$ cat src/hdl/img_pkg.sv
`default_nettype none

package img_pkg;

    // ========================================================================
    // Image geometry
    // ========================================================================
    localparam int img_width = 32;
    localparam int img_height = 16;
    localparam int img_pixel_count = img_width * img_height;

    // ========================================================================
    // Pixel and buffer types
    // ========================================================================
    typedef logic [11:0] pixel_t;
    typedef logic [15:0] word_t;
    typedef logic [8:0] fb_addr_t;
    typedef logic [0:0] fb_block_t;
    typedef logic [0:0] skip_count_t;
    typedef logic [17:0] stat_count_t;
    typedef logic [9:0] pixel_count_t;

    // Sensor bus as seen on clk
    typedef struct packed {
        logic fv;
        logic lv;
        pixel_t d;
    } pixel_bus_t;

    // One word into the frame buffer
    typedef struct packed {
        logic en;
        fb_block_t block;
        fb_addr_t addr;
        word_t data;
    } fb_write_t;

    typedef struct packed {
        pixel_count_t pixel_count;
        stat_count_t highlight_count;
        stat_count_t shadow_count;
    } capture_status_t;

endpackage

`default_nettype wire

$ cat src/hdl/readout_pkg.sv
`default_nettype none

package readout_pkg;

    localparam int header_word_count = 8;
    localparam int checksum_word_count = 2;
    localparam int padding_word_count = 4;
    // Checksum and padding leave through the header shift register
    localparam int tail_word_count = checksum_word_count + padding_word_count;

    typedef logic [header_word_count*16-1:0] header_t;
    typedef logic [checksum_word_count*16-1:0] checksum_t;

    // Counts down the words of the header or of the tail
    typedef logic [$clog2(header_word_count+1)-1:0] word_count_t;

    typedef enum logic [2:0] {
        rd_idle,
        rd_start,
        rd_header,
        rd_pixel,
        rd_ck_load,
        rd_tail
    } readout_state_t;

endpackage

`default_nettype wire

$ cat src/hdl/fletcher_checksum.sv
`timescale 1ns/1ps
`default_nettype none

module fletcher_checksum
    import img_pkg::*, readout_pkg::*;
(
    input  wire        clk,
    input  wire        rst_n,
    input  wire        clear,
    input  wire        en,
    input  wire word_t din,
    output checksum_t  sum
);

    word_t sum_lo;
    word_t sum_hi;
    word_t lo_next;

    // One conditional subtract is enough since both operands stay below 2^16
    function automatic word_t add_mod(input word_t a, input word_t b);
        logic [16:0] s;
        s = {1'b0, a} + {1'b0, b};
        if (s >= 17'd65535) begin
            s = s - 17'd65535;
        end
        return s[15:0];
    endfunction

    assign lo_next = add_mod(sum_lo, din);
    assign sum = {sum_hi, sum_lo};

    always_ff @(posedge clk) begin
        if (!rst_n || clear) begin
            sum_lo <= '0;
            sum_hi <= '0;
        end else if (en) begin
            sum_lo <= lo_next;
            sum_hi <= add_mod(sum_hi, lo_next);
        end
    end

endmodule

`default_nettype wire

$ cat config.mk
export PLATFORM = sky130hd
export DESIGN_NAME = fletcher_checksum
export DESIGN_NICKNAME = d
export VERILOG_FILES = /design/src/hdl/img_pkg.sv /design/src/hdl/readout_pkg.sv /design/src/hdl/fletcher_checksum.sv
export SDC_FILE = /design/constraint.sdc
export NUM_CORES = 1
export LEC_CHECK = 0
export BUFFER_PORTS_ARGS = -buffer_cell sky130_fd_sc_hd__buf_2
export CAP_MARGIN = 10
export CORE_ASPECT_RATIO = 1.1
export CORE_MARGIN = 8
export CORE_UTILIZATION = 50
export CTS_CLUSTER_DIAMETER = 30
export CTS_CLUSTER_SIZE = 16
export DETAILED_ROUTE_END_ITERATION = 8
export PLACE_DENSITY = 0.73
export SLEW_MARGIN = 20
export SYNTH_ARGS = -nofsm -noshare
export SYNTH_HDL_FRONTEND = slang
export SYNTH_SLANG_ARGS = --single-unit
$ cat constraint.sdc
create_clock -name clk -period 9.9 [get_ports clk]
set_input_delay 0.495 -clock clk [delete_from_list [all_inputs] [get_ports clk]]
set_output_delay 0.495 -clock clk [all_outputs]
set_load 0.02 [all_outputs]
==> impl_metrics.json <==
{
  "core_area_um2": 7955,
  "fin_tns_setup_ns": 0,
  "synth_area_um2": 4103,
  "critical_path.max_fanout": 18,
  "yosysUniqueCellTypes": 86,
  "synthCells": 517,
  "setup_viol": 0,
  "cts_tree": "built",
  "utilization_pct": 56.98,
  "hold_buffers": 0,
  "cts_buffer_depth": 2,
  "ys_ff_latch": 32,
  "cts_inserted_buffers": 5,
  "cts_max_level": 2,
  "die_area_um2": 11360,
  "wl_per_cell_um": 16.81,
  "power.leakage_nw": 2.011,
  "vdd_drop_max_uv": 76.98,
  "dp_hpwl_um": 8757,
  "syn-num-nets": 574,
  "avgSynthCellArea_um2": 7.936,
  "fmax_mhz": 142.0,
  "grt_setup_unrepaired": "no",
  "critical_path_class": "reg -> reg",
  "cp-start-kind": "register",
  "skew_ns": 0.01522,
  "drive_gt1_share_pct": 17.09,
  "avgViaCountPerCell": 6.342,
  "maxCapViolCount": 0,
  "insertion_delay_ns": 0.29,
  "synthArstFlopShare_pct": 0,
  "placed_area_um2": 4407,
  "io_pins": 52,
  "finalHoldViolCount": 0,
  "start_util_pct": 51.57,
  "port_buffers": 51,
  "relSlewSlack_pct": 53.59,
  "post_cts_buffers": 0,
  "place_congestion": 0.9335,
  "dieHeight_um": 111.0,
  "ant_nets": 0,
  "drt-total-wl_um": 11160,
  "worst_pin_slew_ns": 0.6897,
  "antenna_found_initial": 0,
  "cts_root_buf": "clkbuf_8",
  "grt_pass1_wl_um": 18350,
  "grt_max_degree": 59,
  "drt_iter0_drc": 185,
  "critPathCaptureType": "register",
  "slew_violations": 0,
  "dp.cells": 656,
  "synth_edf_count": 0,
  "required_ns": 10.08,
  "vias": 4211,
  "rows": 34,
  "cts.reportedPaths.clkPinSlew_ns": 0.08,
  "layout.nets": 612,
  "antennaDiodeCount": 0,
  "final_cells": 664,
  "die_w_um": 102.4,
  "ys.flop_type": "dfxtp_1",
  "hold_path.class": "reg -> reg",
  "outcome": "finished, final reports clean",
  "syn2layout_area_growth_pct": 10.49,
  "cts_resized": 0,
  "grt_use_total_pct": 19.26,
  "seq_area_frac_synth_pct": 15.61,
  "grt-ovfl-total": 0,
  "cp.arrival_ns": 7.22,
  "grt_pass1_vias": 3985,
  "route.detailed.drc": 0,
  "cts_sinks": 32,
  "timing.hold.ws_ns": 0.5160,
  "stdcell_area_um2": 4533,
  "ys_warn_count": 0,
  "cellPowerDensity_nw_per_um2": 135.5,
  "period_needed_ns": 7.044,
  "post-route-period-util_pct": 71.15,
  "drtPass1Iterations": 6
}
## layout by cell type, fill, tap and decap left out, drive strengths merged, types with 16 or more instances in the layout
cell type,n
a21oi,34
nor2,46
ha,35
xnor2,16
o21ai,33
and3,16
dfxtp,32
nand3,25
nand2,37
buf,53
## worst max-delay path: stages (launching register included)
cell and delay (ns):
dfxtp_1 0.33, ha_1 0.24, fa_1 0.45, a211oi_4 0.40, nor2_2 0.11, o31ai_4 0.37, a21oi_1 0.17, a2111oi_4 0.58
and2_1 0.62, nor2_1 0.17, xor2_1 0.18, ha_1 0.40, a21oi_1 0.28, mux2_1 0.35, a311oi_1 0.29, nand2_1 0.21
a2111oi_4 0.48, o2111ai_1 0.20, o21ai_2 0.55, a21oi_1 0.16, or3b_1 0.38
## Yosys cell counts (6+ instances only)
| cell type | count | area share (%) |
|---|---|---|
| a211oi_1 | 9 | 1.6 |
| a21o_1 | 15 | 2.7 |
| a21oi_1 | 31 | 3.8 |
| a31oi_1 | 10 | 1.5 |
| and2_1 | 6 | 0.92 |
| and3_1 | 15 | 2.3 |
| clkbuf_1 | 13 | 1.2 |
| dfxtp_1 | 32 | 16 |
| ha_1 | 35 | 11 |
| inv_1 | 12 | 1.1 |
| mux2i_1 | 8 | 2.0 |
| nand2_1 | 37 | 3.4 |
| nand3_1 | 25 | 3.0 |
| nand4_1 | 8 | 1.2 |
| nor2_1 | 45 | 4.1 |
| nor3_1 | 11 | 1.3 |
| o211ai_1 | 6 | 1.1 |
| o21a_1 | 8 | 1.5 |
| o21ai_0 | 28 | 3.4 |
| xnor2_1 | 16 | 3.4 |
| xor2_1 | 10 | 2.1 |
## routing by layer
| metal | up-vias | part of all wire [%] | track usage [%] |
|---|---|---|---|
| met5 | - | 0 | 0 |
| met4 | 0 | 2.0 | 6.961 |
| met3 | 19 | 5.6 | 1.696 |
| met2 | 136 | 49 | 33.45 |
| met1 | 1978 | 43 | 23.59 |
| li1 | 2078 | - | - |
## per-stage QoR
stage               worst slack [ns]  power [mW]
floorplan                      3.771      0.4054
global placement               2.882      0.4661
detailed placement             2.654      0.4716
CTS                            2.926      0.6143
global route                   2.405      0.6600
finish                         2.856      0.6144
## area by class of cell
cell class / count / area (um^2)
timing repair buffer: 53 / 270.3
tap: 108 / 135.1
clock buffer: 7 / 96.34
clock inverter: 1 / 30.03
multi-input combinational: 450 / 3312
inverter: 13 / 48.80
sequential: 32 / 640.6
fill: 743 / 3422
## registers in the layout (all words and copies together) (netlist names)
name    count
sum_hi     16
sum_lo     16
## logic make-up after synthesis
group | share of synthesized area, %
AOI/OAI and AO/OA | 33.94
buffers and inverters | 3.720
xor gates and xnor gates | 5.550
adders and majority gates | 11.65
DFF | 15.61
muxes | 2.501
and+or+nand+nor | 27.02
## power breakdown
part	total, mW	internal (mW)	switching [mW]
registers	0.146	0.137	0.00869
clock network	0.140	0.0889	0.0513
logic	0.328	0.125	0.203
total	0.614	0.351	0.263
## worst paths after layout
path           endpoint  cells past startpoint  startpoint  slack, ns
max           sum_hi[8]                     20   sum_lo[0]       2.86
min          sum_hi[13]                      2  sum_hi[13]       0.52
max reg2reg   sum_hi[8]                     20   sum_lo[0]       2.86
min reg2reg  sum_hi[13]                      2  sum_hi[13]       0.52
No activity file was read; power rests on OpenSTA's default activity.
