`src/hdl/img_pkg.sv`:
```
`default_nettype none

package img_pkg;

    // ========================================================================
    // Image geometry
    // ========================================================================
    localparam int img_width = 32;
    localparam int img_height = 16;
    localparam int img_pixel_count = img_width * img_height;

    // ========================================================================
    // Pixel and buffer types
    // ========================================================================
    typedef logic [11:0] pixel_t;
    typedef logic [15:0] word_t;
    typedef logic [8:0] fb_addr_t;
    typedef logic [0:0] fb_block_t;
    typedef logic [0:0] skip_count_t;
    typedef logic [17:0] stat_count_t;
    typedef logic [9:0] pixel_count_t;

    // Sensor bus as seen on clk
    typedef struct packed {
        logic fv;
        logic lv;
        pixel_t d;
    } pixel_bus_t;

    // One word into the frame buffer
    typedef struct packed {
        logic en;
        fb_block_t block;
        fb_addr_t addr;
        word_t data;
    } fb_write_t;

    typedef struct packed {
        pixel_count_t pixel_count;
        stat_count_t highlight_count;
        stat_count_t shadow_count;
    } capture_status_t;

endpackage

`default_nettype wire

```
`src/hdl/readout_pkg.sv`:
```
`default_nettype none

package readout_pkg;

    localparam int header_word_count = 8;
    localparam int checksum_word_count = 2;
    localparam int padding_word_count = 4;
    // Checksum and padding leave through the header shift register
    localparam int tail_word_count = checksum_word_count + padding_word_count;

    typedef logic [header_word_count*16-1:0] header_t;
    typedef logic [checksum_word_count*16-1:0] checksum_t;

    // Counts down the words of the header or of the tail
    typedef logic [$clog2(header_word_count+1)-1:0] word_count_t;

    typedef enum logic [2:0] {
        rd_idle,
        rd_start,
        rd_header,
        rd_pixel,
        rd_ck_load,
        rd_tail
    } readout_state_t;

endpackage

`default_nettype wire

```
`src/hdl/readout_sequencer.sv`:
```
`timescale 1ns/1ps
`default_nettype none

module readout_sequencer
    import img_pkg::*, readout_pkg::*;
(
    input  wire            clk,
    input  wire            rst_n,
    input  wire            start,
    input  wire fb_block_t block,
    input  wire header_t   header,
    input  wire            thumb,
    output fb_block_t      rd_block,
    output fb_addr_t       rd_addr,
    input  wire word_t     rd_data,
    output logic           ck_clear,
    output logic           ck_en,
    output word_t          ck_din,
    input  wire checksum_t ck_sum,
    output logic           readout_start,
    output logic           readout_ready,
    input  wire            readout_trigger,
    output word_t          readout_data
);

    localparam int col_bits = $clog2(img_width);
    localparam int line_bits = $clog2(img_height);

    readout_state_t state;
    word_count_t word_cnt;
    header_t shift_q;
    fb_block_t block_q;
    logic thumb_q;
    fb_addr_t pix_addr;
    logic [col_bits-1:0] col;
    logic [line_bits-1:0] line;

    logic adv;
    logic shifting;
    logic shift_go;
    logic keep;
    logic take;
    logic last_pixel;
    logic tail_load;

    // ========================================================================
    // Flow control and pixel selection
    // ========================================================================
    // Output register empty or drained this cycle
    assign adv = !readout_ready || readout_trigger;

    assign shifting = (state == rd_header) || (state == rd_tail);
    assign shift_go = shifting && adv && (word_cnt != '0);

    // Thumbnail keeps the top-left 2x2 of every 8x8 tile
    assign keep = !thumb_q || ((col[2:1] == 2'b00) && (line[2:1] == 2'b00));

    // Dropped pixels retire without waiting on the output register
    assign take = (state == rd_pixel) && (adv || !keep);
    assign last_pixel = pix_addr == fb_addr_t'(img_pixel_count - 1);

    // Holding the address on a stall keeps rd_data on the pixel at pix_addr
    assign rd_block = block_q;
    assign rd_addr = take ? pix_addr + 1'b1 : pix_addr;

    // All transfers are in once the output register is empty
    assign tail_load = (state == rd_ck_load) && !readout_ready;

    assign ck_clear = state == rd_start;
    assign ck_en = readout_ready && readout_trigger;
    assign ck_din = {readout_data[7:0], readout_data[15:8]};

    // ========================================================================
    // Sequencer
    // ========================================================================
    always_ff @(posedge clk) begin
        if (state == rd_idle && start) begin
            shift_q <= header;
            block_q <= block;
            thumb_q <= thumb;
        end else if (tail_load) begin
            shift_q <= {ck_sum[7:0], ck_sum[15:8], ck_sum[23:16], ck_sum[31:24],
                        {($bits(header_t) - $bits(checksum_t)){1'b0}}};
        end else if (shift_go) begin
            shift_q <= shift_q << 16;
        end

        if (shift_go) begin
            readout_data <= shift_q[$bits(header_t)-1 -: 16];
        end else if (take && keep) begin
            readout_data <= rd_data;
        end

        if (!rst_n) begin
            state <= rd_idle;
            word_cnt <= '0;
            readout_start <= 1'b0;
            readout_ready <= 1'b0;
            pix_addr <= '0;
            col <= '0;
            line <= '0;
        end else begin
            readout_start <= 1'b0;
            if (adv) begin
                readout_ready <= 1'b0;
            end

            case (state)
                rd_idle: begin
                    if (start) begin
                        state <= rd_start;
                    end
                end
                rd_start: begin
                    readout_start <= 1'b1;
                    word_cnt <= word_count_t'(header_word_count);
                    pix_addr <= '0;
                    col <= '0;
                    line <= '0;
                    state <= rd_header;
                end
                rd_header, rd_tail: begin
                    if (shift_go) begin
                        readout_ready <= 1'b1;
                        word_cnt <= word_cnt - 1'b1;
                    end else if (adv) begin
                        state <= (state == rd_header) ? rd_pixel : rd_idle;
                    end
                end
                rd_pixel: begin
                    if (take) begin
                        if (keep) begin
                            readout_ready <= 1'b1;
                        end
                        pix_addr <= pix_addr + 1'b1;
                        if (col == col_bits'(img_width - 1)) begin
                            col <= '0;
                            line <= line + 1'b1;
                        end else begin
                            col <= col + 1'b1;
                        end
                        if (last_pixel) begin
                            state <= rd_ck_load;
                        end
                    end
                end
                rd_ck_load: begin
                    if (tail_load) begin
                        word_cnt <= word_count_t'(tail_word_count);
                        state <= rd_tail;
                    end
                end
                default: begin
                    state <= rd_idle;
                end
            endcase
        end
    end

endmodule

`default_nettype wire

```
`config.mk`:
```
export PLATFORM = sky130hd
export DESIGN_NAME = readout_sequencer
export DESIGN_NICKNAME = d
export VERILOG_FILES = /design/src/hdl/img_pkg.sv /design/src/hdl/readout_pkg.sv /design/src/hdl/readout_sequencer.sv
export SDC_FILE = /design/constraint.sdc
export NUM_CORES = 1
export LEC_CHECK = 0
export ABC_CLOCK_PERIOD_IN_PS = 5700
export CORE_UTILIZATION = 50
export DETAILED_ROUTE_END_ITERATION = 6
export DONT_BUFFER_PORTS = 1
export PLACE_DENSITY = 0.7
export SETUP_SLACK_MARGIN = 0.3
export SLEW_MARGIN = 20
export SYNTH_ARGS = -nofsm -noshare
export SYNTH_HDL_FRONTEND = slang
export SYNTH_SLANG_ARGS = --single-unit
```
`constraint.sdc`:
```
create_clock -name clk -period 5.7 [get_ports clk]
set_clock_uncertainty 0.1 [all_clocks]
set_input_delay 0.855 -clock clk [delete_from_list [all_inputs] [get_ports clk]]
set_output_delay 0.855 -clock clk [all_outputs]
set_load 0.05 [all_outputs]
```
==> run metrics <==
status=finished clean; Clock power frac=23.2%; crit-path cells=nor2b_1 > a211oi_2 > and2_1 > xor2_1; die width=131.3 µm; CP startpoint=readout_ready$_SDFF_PN0_; first-pass GRT wire length=28.42 mm; CTS tree=built; clock latency on the worst-skew pair=420 ps; Final ANT Viol Nets=0; starting DRC count in detailed routing=306; asr flop ratio synth=0%; Critical Path RT=4740 ps; power share of the combinational group=25.5%; clock transition at the registers of the reported paths=60 ps; Yosys Warn Count=0; share of cells above drive strength 1=9.530%; Leak=3.104 nW; post_cts resized=0; Slew @ Worst Pin=1124 ps; setup bufs post-CTS=0; GRT Resource Usage Total=21.24%; cts hold-fix bufs=0; reg2reg start=state[1]$_SDFFE_PN0P_; critical path's slowest cell=xor2_1; delay-heaviest family, CP=simple AND/OR/NAND/NOR gates; r2r worst-path depth=5; Max-slew headroom=24.52%; Worst Setup EP=rd_addr[7]; CTS Sinks=172; synth cell count leaders=214 x nand2_1, 146 x edfxtp_1, 85 x o21ai_0; Ant. Diodes=0; Worst R2R End=shift_q[89]$_DFFE_PP_; final core occ=55.18%; final setup violation count=0; # DRC=0; # port buffers=0; root buf cell=clkbuf_16; TritonCTS Buffers=17; Synth top area share=52.43%; detailed placer's ending HPWL=12.67 mm; flop-to-flop setup slack=1890 ps; row count=46; Detailed Routing Iterations Pass 1=5; min Tclk post-route=4142 ps; die area=17240 µm²; Seq/Total Area, Yosys=58.66%; drt wl/cell=18.77 µm; Syn Area/Cell=10.80 µm²; cells after synthesis=774; drt total wl=18.04 mm; largest net degree at the start of global routing=99; #FFs+latches synth=172; pwr dens=568.3 nW/µm²; CP bufs+invs=0; H-tree depth=4; Worst Setup End Kind=output port; DR vias=5512; starting density of the core=51.89%; fin crit share=72.66%; Synth area leaders=edfxtp_1 52%, nand2_1 9.6%, dfxtp_1 6.2%, o21ai_0 5.1%, mux2i_1 3.8%; Crit Path Max Fanout=8; nature of the critical path startpoint=flop; total grt overflow=0; Max IR drop VDD=0.2371 mV; cell with the most instances after synthesis=nand2_1; Slowest Stage Delay on Critical Path=790 ps; Levels on crit path=4; Post-synth EDFFs=146; Mapped Nets=963; crit path DAT=3190 ps; P_int=3.288 mW; Synth Flop Type=edfxtp_1; fin nets=921; worst setup path class=flop to output port; fmax=241.5 MHz; Sequential Power Share=51.3%; Slew Limit Fails=0; Sw Pwr=1.766 mW; Ports=228; final hold vios=0; reported max-cap violation count=0; Mapped Area=8362 µm²; number of global-route vias before repair=5503; cell taking the most area after synthesis=edfxtp_1; clk buf depth=2; initial antenna violation count=0; final setup TNS=0 ps; Layout area overhead=6.344%; RSZ-0062 raised after global routing=false; core box area=16120 µm²; post-synth cell types=64; die height=131.3 µm; switch share=34.95%; worst hold path type=flop to flop; Placer Congestion=0.8079; Via density=5.736
worst register-to-register path, stage by stage (launching register included):
cell     delay [ps]
dfxtp_1         530
nor2_1          820
nand2_2         170
inv_4           410
or3_4           880
buf_4           550
layout make-up:
cell class / count / area [µm²]
well taps: 216 / 270.3
flip-flops and latches: 172 / 4905
repair buffers: 8 / 60.06
fillers: 1378 / 7223
clock inverters: 14 / 168.9
multi-input cells: 523 / 3019
inverters: 10 / 40.04
clock buffers: 18 / 429.2
registers in the layout, summed over array words and instances (netlist names):
signal and count:
thumb_q 1, state 3, word_cnt 4, readout_data 16, line 3, pix_addr 9, rd_block 1, col 5
readout_ready 1, readout_start 1, shift_q 128
placed cells by master, fill, tap and decap left out, drive strengths merged, types with 4 or more instances in the layout:
cell type	netlist	final
mux2i	32	32
buf	40	8
nand2	214	214
clkbuf	29	18
dfxtp	26	26
nor2b	6	6
nand3	9	9
clkinvlp	0	4
nor2	11	11
a31oi	6	6
nand2b	6	6
inv	10	13
a21oi	14	14
clkinv	0	4
ha	7	7
or3	5	5
and3	17	17
o21ai	122	122
mux2	18	18
xnor2	5	5
edfxtp	146	146
or3b	4	4
metal layers:
layer	track usage, %	wire length [µm]
met1	25.37	7176
met2	35.58	9106
met3	6.906	1458
met4	8.204	297
met5	0	0
cells by family after synthesis:
logic type	synth area share, %
compound gates	12.29
mux	6.704
flops	58.66
buf+inv	5.327
fa+ha+maj	1.047
simple gates	15.14
xor+xnor	0.8380
power groups by stage:
| stage | Clock, mW | Combinational [mW] | Sequential [mW] |
|---|---|---|---|
| floorplan | 0 | 1.19 | 2.48 |
| global placement | 0 | 1.26 | 2.60 |
| detailed placement | 0 | 1.31 | 2.62 |
| CTS | 1.19 | 1.31 | 2.59 |
| global route | 1.24 | 1.47 | 2.65 |
| finish | 1.17 | 1.29 | 2.59 |
worst min path at each step:
| stage | depth (start not counted) | to | slack, ps | from |
|---|---|---|---|---|
| 3_5_place_dp | 2 | col[4]$_SDFFE_PN0P_ | 350 | col[4]$_SDFFE_PN0P_ |
| 6_report | 2 | col[4]$_SDFFE_PN0P_ | 360 | col[4]$_SDFFE_PN0P_ |
| 4_1_cts | 2 | col[4]$_SDFFE_PN0P_ | 370 | col[4]$_SDFFE_PN0P_ |
| 2_1_floorplan | 1 | pix_addr[6]$_SDFFE_PN0P_ | 330 | pix_addr[6]$_SDFFE_PN0P_ |
| 3_3_place_gp | 1 | pix_addr[6]$_SDFFE_PN0P_ | 350 | pix_addr[6]$_SDFFE_PN0P_ |
| 5_1_grt | 1 | pix_addr[6]$_SDFFE_PN0P_ | 390 | pix_addr[6]$_SDFFE_PN0P_ |
per-stage QoR:
step                      area, µm²  total power, mW  hold slack, ps  cells  worst slack, ps
after CTS                      8892            5.101           368.5    961             1540
after floorplan                8362            3.665           331.5    774            733.7
final                          8892            5.053           363.3    961             1558
after global routing           8892            5.361           385.4    961             1450
after global placement         8294            3.854           346.3    929             2010
after detailed placement       8294            3.929           351.8    929             1873
No activity file was read; power rests on OpenSTA's default activity.
