**config.mk**
```make
export PLATFORM = sky130hd
export DESIGN_NAME = pixel_capture
export DESIGN_NICKNAME = d
export VERILOG_FILES = /design/src/hdl/img_pkg.sv /design/src/hdl/pixel_capture.sv
export SDC_FILE = /design/constraint.sdc
export NUM_CORES = 1
export LEC_CHECK = 0
export BUFFER_PORTS_ARGS = -buffer_cell sky130_fd_sc_hd__buf_4
export CORE_MARGIN = 5
export CORE_UTILIZATION = 35
export CTS_BUF_LIST = sky130_fd_sc_hd__clkbuf_8 sky130_fd_sc_hd__clkbuf_16
export CTS_CLUSTER_DIAMETER = 120
export DETAILED_ROUTE_END_ITERATION = 8
export PLACE_DENSITY = 0.63
export SYNTH_ARGS = -nofsm -noshare
export SYNTH_HDL_FRONTEND = slang
export SYNTH_SLANG_ARGS = --single-unit
```
**constraint.sdc**
```tcl
create_clock -name clk -period 4.2 [get_ports clk]
set_input_delay 0.84 -clock clk [delete_from_list [all_inputs] [get_ports clk]]
set_output_delay 0.84 -clock clk [all_outputs]
set_load 0.02 [all_outputs]
```
**src/hdl/img_pkg.sv**
```systemverilog
`default_nettype none

package img_pkg;

    // ========================================================================
    // Image geometry
    // ========================================================================
    localparam int img_width = 32;
    localparam int img_height = 16;
    localparam int img_pixel_count = img_width * img_height;

    // ========================================================================
    // Pixel and buffer types
    // ========================================================================
    typedef logic [11:0] pixel_t;
    typedef logic [15:0] word_t;
    typedef logic [8:0] fb_addr_t;
    typedef logic [0:0] fb_block_t;
    typedef logic [0:0] skip_count_t;
    typedef logic [17:0] stat_count_t;
    typedef logic [9:0] pixel_count_t;

    // Sensor bus as seen on clk
    typedef struct packed {
        logic fv;
        logic lv;
        pixel_t d;
    } pixel_bus_t;

    // One word into the frame buffer
    typedef struct packed {
        logic en;
        fb_block_t block;
        fb_addr_t addr;
        word_t data;
    } fb_write_t;

    typedef struct packed {
        pixel_count_t pixel_count;
        stat_count_t highlight_count;
        stat_count_t shadow_count;
    } capture_status_t;

endpackage

`default_nettype wire

```
**src/hdl/pixel_capture.sv**
```systemverilog
`timescale 1ns/1ps
`default_nettype none

module pixel_capture
    import img_pkg::*;
(
    input  wire              clk,
    input  wire              rst_n,
    input  wire              start,
    input  wire fb_block_t   block,
    input  wire skip_count_t skip,
    input  wire pixel_bus_t  pixel_in,
    output fb_write_t        wr,
    output logic             done,
    output capture_status_t  status
);

    typedef enum logic [1:0] {
        cap_idle,
        cap_wait,
        cap_skip,
        cap_capture
    } capture_state_t;

    capture_state_t state;
    pixel_bus_t bus_q;
    logic fv_prev;
    logic lv_prev;
    logic fv_rise;
    logic fv_fall;
    logic lv_fall;
    logic [1:0] x;
    logic [1:0] y;
    skip_count_t skip_q;
    fb_block_t block_q;
    logic capturing;
    logic pix_write;
    logic sampled;
    logic [6:0] top_bits;

    // ========================================================================
    // Bus edges and sampling grid
    // ========================================================================
    assign fv_rise = bus_q.fv && !fv_prev;
    assign fv_fall = !bus_q.fv && fv_prev;
    assign lv_fall = !bus_q.lv && lv_prev;

    assign capturing = state == cap_capture;
    assign pix_write = capturing && bus_q.lv;
    // Statistics look at one pixel in every 4x4 tile
    assign sampled = pix_write && (x == 2'd0) && (y == 2'd0);
    assign top_bits = bus_q.d[11:5];

    always_ff @(posedge clk) begin
        bus_q <= pixel_in;
        if (start) begin
            block_q <= block;
        end

        // Little-endian word, low data byte first
        wr.block <= block_q;
        wr.addr <= fb_addr_t'(status.pixel_count);
        wr.data <= {bus_q.d[7:0], 4'b0000, bus_q.d[11:8]};

        if (!rst_n) begin
            state <= cap_idle;
            fv_prev <= 1'b0;
            lv_prev <= 1'b0;
            x <= '0;
            y <= '0;
            skip_q <= '0;
            wr.en <= 1'b0;
            done <= 1'b0;
            status <= '0;
        end else begin
            fv_prev <= bus_q.fv;
            lv_prev <= bus_q.lv;
            wr.en <= pix_write;
            done <= capturing && fv_fall;

            x <= bus_q.lv ? x + 1'b1 : 2'd0;
            if (!bus_q.fv) begin
                y <= '0;
            end else if (lv_fall) begin
                y <= y + 1'b1;
            end

            // Count follows the write, so it also serves as the address
            if (pix_write) begin
                status.pixel_count <= status.pixel_count + 1'b1;
            end
            if (sampled && top_bits == '1) begin
                status.highlight_count <= status.highlight_count + 1'b1;
            end
            if (sampled && top_bits == '0) begin
                status.shadow_count <= status.shadow_count + 1'b1;
            end

            // ================================================================
            // Capture FSM
            // ================================================================
            case (state)
                cap_wait: begin
                    if (fv_rise) begin
                        state <= cap_skip;
                    end
                end
                cap_skip: begin
                    if (skip_q != '0) begin
                        skip_q <= skip_q - 1'b1;
                        state <= cap_wait;
                    end else begin
                        state <= cap_capture;
                    end
                end
                cap_capture: begin
                    if (fv_fall) begin
                        state <= cap_idle;
                    end
                end
                default: begin
                    state <= cap_idle;
                end
            endcase

            // New command restarts from any state
            if (start) begin
                state <= cap_wait;
                skip_q <= skip;
                status <= '0;
            end
        end
    end

endmodule

`default_nettype wire

```
==> summary.md, run 1 <==
| Metric | Value |
|---|---|
| Post-CTS Setup Repair Bufs | 0 |
| I/O pins | 93 |
| Post-Syn Instances | 358 |
| CTS tree | yes |
| CTS Buf Count | 9 |
| Crit end category | flop |
| Largest net degree at the start of global routing | 46 |
| Final ANT Viol Nets | 0 |
| Reg-to-Reg Start | state[0] |
| Worst EP required | 4.47 ns |
| Static leakage | 1.72 nW |
| Sequential area share after synthesis | 0.542 |
| Worst Reg-to-Reg Cells | 5 |
| Initial core utilization | 0.357 |
| Die ar. | 12100 um2 |
| Slew Viols, Final | 0 |
| Skew final | 0.0130 ns |
| DP HPWL | 5.75 mm |
| Vias in the first global route | 2611 |
| Yosys cell types | 40 |
| Total Routing Usage GR | 0.131 |
| Die H | 110 um |
| Fill cells | 935 |
| Asr flop ratio synth | 0 |
| Grt total ovfl | 0 |
| Post-cts resize count | 0 |
| Worst EP arrival | 2.90 ns |
| Buffer depth of the longest clock path | 2 |
| Final setup viols | 0 |
| Peak supply drop | 0.000183 V |
| Root buf cell | clkbuf_8 |
| Synthesized area | 3490 um2 |
| DRT iter0 DRCs | 108 |
| Critical path, cell by cell | ha_1, nand4_1, or4_1, or4_1, a21oi_1 |
| Clock transition at path regs | 0.09 ns |
| Clock sink count | 94 |
| Layout cell share with drive strength beyond 1 | 0.243 |
| Cell Pwr Density | 366 nW/um2 |
| CP max stage delay | 0.81 ns |
| Post-DR wirelength/cell | 13.6 um |
| Core footprint | 9770 um2 |
| Fmax | 381 MHz |
| Register Area | 1890 um2 |
| Most frequent cell on the critical path | or4_1 |
| CP Class | flop to flop |
| First-pass GRT wire length | 12.6 mm |
| Clk_lat worst skew | 0.35 ns |
| DRC violations left | 0 |
| FF+latch count, synth | 94 |
| Slowest CP cell | or4_1 |
| Vias per Instance | 4.96 |
| Vias | 2885 |
| Crit Path Max Fanout | 13 |
| Worst slew margin | 0.377 |
| Final worst-path cycle share | 0.625 |
| Hold buffers post-CTS | 0 |
| Site Rows | 36 |
| CP startpoint | state[0] |
| H-tree Lvls | 3 |
| Setup total negative slack | 0 ns |
| GP Congestion | 0.791 |
| Ant diodes | 0 |
| Post-Syn Area per Cell | 9.76 um2 |
| Status | complete, no violations |
| Hold depth | 0 |
| Number of flops mapped to enable cells by yosys | 1 |
| RSZ-0062 raised after global routing | no |
| Hold WC Path Type | flop to flop |
| Final nets | 471 |
| WL final | 7.89 mm |
| Fin. Hold Viols | 0 |
| IO buf count | 88 |
| Area of the multi-input gates | 1490 um2 |
| Ys flop type | dfxtp_1 |
| Worst Min Path Start | bus_q[3] |
| Initial antenna violation count | 0 |
| Pre-antenna DRT Iters | 4 |
| Tmin final | 2.63 ns |
| Area Overhead vs Synth | 28.0% |
| Max Cap Viol | 0 |
| Synth Warn # | 0 |
| Startpoint Class | flop |
| Chip Width | 110 um |
| Slew @ Worst Pin | 0.935 ns |
| Total power | 1.64 mW |
cell usage after synthesis (7+ instances only):
cell / number / area [um2]
inv_1: 12 / 45.0
or4_1: 9 / 67.6
ha_1: 8 / 100
xor2_1: 9 / 78.8
nand2_1: 16 / 60.1
nor2_1: 23 / 86.3
and4_1: 10 / 87.6
nand4_1: 19 / 119
a21oi_1: 31 / 155
o21ai_0: 18 / 90.1
o31ai_1: 7 / 52.6
or3_1: 16 / 100
dfxtp_1: 93 / 1860
xnor2_1: 8 / 70.1
clkbuf_1: 10 / 37.5
nand3_1: 17 / 85.1
final cells by class:
cell class / instances / area share
clock buffers: 9 / 0.0277
flip-flops and latches: 94 / 0.423
well taps: 133 / 0.0372
repair buffers: 88 / 0.148
multi-input cells: 239 / 0.333
clock inverters: 7 / 0.0213
inverters: 12 / 0.0101
sequential cells by signal, summed over array words and instances (netlist names):
signal / flops
status: 46
wr: 23
bus_q: 14
state: 2
x: 2
y: 2
block_q: 1
done: 1
fv_prev: 1
lv_prev: 1
skip_q: 1
kinds of logic after synthesis:
group / share of synthesized area
multiplexers: 0.00860
buffers and inverters: 0.0365
XOR/XNOR: 0.0426
flip-flops: 0.542
AND/OR/NAND/NOR: 0.244
AO/OA/AOI/OAI: 0.0971
adder cells (fa/ha/maj): 0.0287
other: 0.00107
worst paths after layout:
check                                  end  slack [ns]
worst max register to register  status[33]        1.57
worst max-delay path            status[33]        1.57
worst min-delay path                wr[11]        0.33
worst min register to register      wr[11]        0.33
layout by cell type, fill, tap and decap left out, drive strengths merged, types with 2 or more instances in the layout:
cell type / instances
a21oi: 31
buf: 88
clkinv: 2
nand3: 17
nand2b: 3
nor2: 23
dfxtp: 93
nand2: 16
xnor2: 8
or4: 12
mux2i: 3
and2: 4
nand4b: 2
o21ai: 18
or3: 16
clkbuf: 9
and4: 10
nor3: 6
o21a: 2
ha: 8
nor2b: 3
bufinv: 2
inv: 14
and3: 7
nor4: 4
o31ai: 7
nand4: 19
conb: 4
xor2: 9
report_power, final:
part	internal (mW)	switching [mW]	leakage, nW	total, mW
Sequential	0.911	0.0111	0.770	0.922
Combinational	0.0279	0.0349	0.842	0.0628
Clock	0.337	0.314	0.110	0.652
stage by stage:
| step | setup WS [ns] | util | std cells | hold slack, ns | cell area [um2] |
|---|---|---|---|---|---|
| finish | 1.57 | 0.457 | 582 | 0.334 | 4470 |
| global route | 1.33 | 0.457 | 582 | 0.343 | 4470 |
| CTS | 1.55 | 0.457 | 582 | 0.338 | 4470 |
| detailed placement | 1.59 | 0.435 | 566 | 0.314 | 4250 |
| global placement | 1.68 | 0.435 | 566 | 0.310 | 4250 |
| floorplan | 2.08 | - | 361 | 0.310 | 3500 |
critical path, delay by kind of cell, from the launching register on:
kind,cells,cell delay (ns)
adder cells (fa/ha/maj),1,0.37
AND/OR/NAND/NOR,3,1.65
AO/OA/AOI/OAI,1,0.14
flip-flops,1,0.39
layer usage:
layer,global-route usage,part of all wire,up-vias
met5,0,0,-
met1,0.168,0.45,1350
met2,0.214,0.48,68
met4,0.0401,0.0087,0
met3,0.0376,0.059,5
li1,-,-,1462
Power figures use the tool's default switching activity.
==> inputs of run 2 (changes only) <==
- PLACE_DENSITY: 0.63 -> 0.65
- clock period: 4.2 -> 2.4 ns (I/O delays scaled with it)
==> run 2 against run 1 <==
Net effect: sequential share of layout area shrank 0.36 points; routed wire length fell by 0.94%; first-iteration DRC count fell by 17%; non-clock buffer count increased by 6; via count shrank 0.66%; critical endpoint is now status[10].
==> summary.md, run 2 (same netlist as run 1, synthesis figures left out) <==
| Metric | Value |
|---|---|
| Status | complete, no violations |
| Slowest CP cell | or4_4 |
| Hold WC Path Type | input port to flop |
| Grt total ovfl | 0 |
| Setup total negative slack | 0 ns |
| Fill cells | 948 |
| DP HPWL | 5.69 mm |
| Cell Pwr Density | 619 nW/um2 |
| Sw frac | 0.226 |
| Commonest non-fill, non-tap cell in the layout | buf_4 |
| Clock sink count | 94 |
| Largest net degree at the start of global routing | 46 |
| H-tree Lvls | 3 |
| Fin. Hold Viols | 0 |
| Largest registers | status x46, wr x23, bus_q x14 |
| Core footprint | 9770 um2 |
| Final worst-path cycle share | 0.931 |
| Final Util | 0.461 |
| GP Congestion | 0.750 |
| Initial antenna violation count | 0 |
| Largest register FFs | 46 |
| Vias in the first global route | 2584 |
| Crit end category | flop |
| Clk_lat worst skew | 0.35 ns |
| Register Area | 1890 um2 |
| Slew Viols, Final | 0 |
| Initial core utilization | 0.357 |
| Most frequent cell on the critical path | or4_4 |
| Worst Min Path Start | pixel_in[7] |
| Fmax | 448 MHz |
| Startpoint Class | flop |
| First-pass GRT wire length | 12.3 mm |
| CP startpoint | bus_q[10] |
| Tmin final | 2.23 ns |
| Area of the multi-input gates | 1490 um2 |
| Die H | 110 um |
| Pre-antenna DRT Iters | 4 |
| Reg power frac | 0.577 |
| CP Class | flop to flop |
| Final nets | 477 |
| IO buf count | 88 |
| Vias | 2866 |
| Critical path, cell by cell | or4_4, or4_4, or4b_1, a21oi_1 |
| I/O pins | 93 |
| Worst EP arrival | 2.52 ns |
| Reg-to-Reg Start | bus_q[10] |
| Sw power | 0.630 mW |
| Peak supply drop | 0.000356 V |
| Layout cell share with drive strength beyond 1 | 0.255 |
| WP buf/inv | 0 |
| Die ar. | 12100 um2 |
| RSZ-0062 raised after global routing | no |
| Crit Path Max Fanout | 13 |
| Clock network fraction of total power | 0.381 |
| Max Cap Viol | 0 |
| Skew final | 0.0143 ns |
| Vias per Instance | 4.87 |
| Chip Width | 110 um |
| Combinational fraction of design power | 0.042 |
| Area Overhead vs Synth | 29.1% |
| Worst EP required | 2.68 ns |
| Static leakage | 1.74 nW |
| Biggest register | status |
| Final ANT Viol Nets | 0 |
| DRC violations left | 0 |
| CTS Buf Count | 9 |
| Root buf cell | clkbuf_8 |
| Most frequent cells in the layout | buf_4 (94), dfxtp_1 (93), a21oi_1 (31) |
| WL final | 7.82 mm |
| Post-DR wirelength/cell | 13.3 um |
| Buffer depth of the longest clock path | 2 |
| Ant diodes | 0 |
| Cell family with most CP delay | simple AND/OR/NAND/NOR gates |
| Int Power | 2.16 mW |
| Total Routing Usage GR | 0.130 |
| CP max stage delay | 0.61 ns |
| Site Rows | 36 |
| Final setup viols | 0 |
| Hold buffers post-CTS | 0 |
| CTS tree | yes |
| Clock transition at path regs | 0.10 ns |
| DRT iter0 DRCs | 90 |
-- run 2: final timing paths --
| kind | cells past startpoint | end | slack, ns |
|---|---|---|---|
| max | 4 | status[10] | 0.17 |
| min | 1 | bus_q[7] | 0.22 |
| max reg2reg | 4 | status[10] | 0.17 |
| min reg2reg | 0 | wr[10] | 0.33 |
-- run 2: repair_timing --
| action | CTS | global route |
|---|---|---|
| resized for setup | 0 | 2 |
| setup endpoints to repair | 0 | 8 |
| setup buffers | 0 | 1 |
-- run 2: final cells by class --
type                    count  area share
repair buffers             94       0.156
clock buffers              10      0.0305
inverters                  12     0.00999
well taps                 133      0.0369
flip-flops and latches     94       0.420
clock inverters             6      0.0153
multi-input cells         239       0.331
-- run 2: metal layers --
metal	vias to the layer above	wire length (um)	GRT usage
met5	-	0	0
met4	0	109	0.0499
met3	8	469	0.0376
met2	64	3730	0.212
met1	1325	3510	0.161
li1	1469	-	-
-- run 2: power by group through the flow --
stage	registers [mW]	logic [mW]	clock network [mW]
floorplan	1.66	0.0498	0
global placement	1.65	0.116	0
detailed placement	1.65	0.118	0
CTS	1.61	0.119	1.10
global route	1.61	0.128	1.16
finish	1.61	0.117	1.06
-- run 2: through the flow --
step	area, um2	total power, mW	std cells	setup slack, ns	hold WS, ns
after floorplan	3500	1.71	361	0.281	0.310
after detailed placement	4290	1.77	571	0.0724	0.312
after CTS	4490	2.83	587	0.0456	0.203
after global placement	4290	1.76	571	0.139	0.310
final	4510	2.79	588	0.166	0.222
after global routing	4510	2.90	588	0.0923	0.195
==> inputs of run 3 (changes only) <==
- CORE_MARGIN: 5 -> default
- CORE_UTILIZATION: 35 -> 47
- PLACE_DENSITY: 0.65 -> 0.81
- SLEW_MARGIN: default -> 20
==> run 3 against run 2 <==
Net effect: first-iteration DRC count up 61%; critical path type unchanged; largest power group unchanged; setup slack worse by 0.011 ns; clock power fell by 9%; maximum frequency fell by 0.50%; sequential share of layout area is 0.64 points higher; routed wire length shrank 3.0%; core utilization rose by 15 points; combinational power is essentially flat.
==> summary.md, run 3 (same netlist as run 1, synthesis figures left out) <==
| Metric | Value |
|---|---|
| M3 GR Usage | 0.0476 |
| Biggest register | status |
| Initial core utilization | 0.484 |
| Die ar. | 7780 um2 |
| WL final | 7.58 mm |
| CP Class | flop to flop |
| Area Overhead vs Synth | 27.1% |
| Tmin final | 2.25 ns |
| Crit Path Max Fanout | 13 |
| DRT iter0 DRCs | 145 |
| H-tree Lvls | 3 |
| Initial antenna violation count | 0 |
| Clock transition at path regs | 0.10 ns |
| Root buf cell | clkbuf_8 |
| Max Cap Viol | 0 |
| Met2 Use GR | 0.322 |
| Clk_lat worst skew | 0.35 ns |
| Hold_ws | 0.221 ns |
| Worst EP arrival | 2.53 ns |
| CTS Buf Count | 9 |
| Worst slack, placed | 0.0918 ns |
| CTS tree | yes |
| Pre-antenna DRT Iters | 4 |
| Slowest CP cell | or4_4 |
| Clock sink count | 94 |
| Largest register FFs | 46 |
| Ant diodes | 0 |
| Chip Width | 88.2 um |
| M1 GR Usage | 0.243 |
| Fill cells | 633 |
| GP Congestion | 0.789 |
| Placed cell area | 4240 um2 |
| Die H | 88.2 um |
| Non-Filler Instances | 554 |
| Post-DR wirelength/cell | 13.7 um |
| Slew Viols, Final | 0 |
| Cell Pwr Density | 605 nW/um2 |
| CP max stage delay | 0.61 ns |
| Largest net degree at the start of global routing | 46 |
| I/O pins | 93 |
| Critical path, cell by cell | or4_4, or4_4, or4b_1, a21oi_1 |
| DP HPWL | 5.18 mm |
| Buffer depth of the longest clock path | 2 |
| CP startpoint | bus_q[7] |
| Most frequent cells in the layout | buf_4 (94), dfxtp_1 (93), a21oi_1 (31) |
| Startpoint Class | flop |
| Flop2flop setup slack | 0.15 ns |
| Site Rows | 31 |
| Peak supply drop | 0.000320 V |
| Vias per Instance | 5.36 |
| Setup total negative slack | 0 ns |
| Fin. Hold Viols | 0 |
| Commonest non-fill, non-tap cell in the layout | buf_4 |
| Vias | 2971 |
| Busiest grt layer | met2 |
| Static leakage | 1.73 nW |
| Hold WC Path Type | input port to flop |
| Most frequent cell on the critical path | or4_4 |
| Fmax | 445 MHz |
| Layout cell share with drive strength beyond 1 | 0.253 |
| Core footprint | 7210 um2 |
| Reg-to-Reg Start | bus_q[7] |
| Status | complete, no violations |
| First-pass GRT wire length | 12.0 mm |
| Grt total ovfl | 0 |
| Worst EP required | 2.68 ns |
| Setup ws final | 0.155 ns |
| Final setup viols | 0 |
| Final worst-path cycle share | 0.936 |
| RSZ-0062 raised after global routing | no |
| Vias in the first global route | 2729 |
| Placed cells | 536 |
| Crit end category | flop |
| Final nets | 477 |
| IO buf count | 88 |
| Final Instance Area | 4440 um2 |
| Worst Min Path Start | pixel_in[0] |
| Largest registers | status x46, wr x23, bus_q x14 |
| Skew final | 0.0113 ns |
| Final ANT Viol Nets | 0 |
| DRC violations left | 0 |
| Total Routing Usage GR | 0.196 |
==> run 3: layer usage <==
layer	wire (um)	share of wire
met1	3420	0.45
met2	3650	0.48
met3	398	0.052
met4	112	0.015
met5	0	0
==> run 3: critical path: cells and delay by family, from the launching register on <==
family             cells  cell delay, ns
AOI/OAI and AO/OA      1            0.14
DFF                    1            0.38
and+or+nand+nor        3            1.66
==> run 3: timing repair <==
action / 4_1_cts / 5_1_grt
setup endpoints to repair: 0 / 10
hold buffers: 0 / 0
gates resized for setup: 0 / 2
buffers inserted: 0 / 2
==> run 3: stage by stage <==
step | power (mW) | util
floorplan | 1.71 | -
global placement | 1.76 | 0.587
detailed placement | 1.76 | 0.587
CTS | 2.71 | 0.612
global route | 2.80 | 0.616
finish | 2.69 | 0.616
==> run 3: path summary, 6_finish.rpt <==
kind	end	cells past startpoint
setup reg to reg	status[10]	4
hold reg to reg	wr[11]	0
setup / recovery	status[10]	4
hold / removal	bus_q[0]	1
==> run 3: layout make-up <==
type	instances	area [um2]	share of cell area
Sequential cell	94	1890	0.426
Multi-Input combinational cell	239	1490	0.336
Timing Repair Buffer	94	706	0.159
Clock buffer	9	124	0.0279
Tap cell	99	124	0.0279
Clock inverter	7	57.6	0.0130
Inverter	12	45.0	0.0101
==> run 3: power by group <==
part,leakage [nW],switching [mW],internal [mW]
sequential,0.770,0.0187,1.59
combinational,0.870,0.0638,0.0510
clock,0.0935,0.569,0.392
total,1.73,0.652,2.04
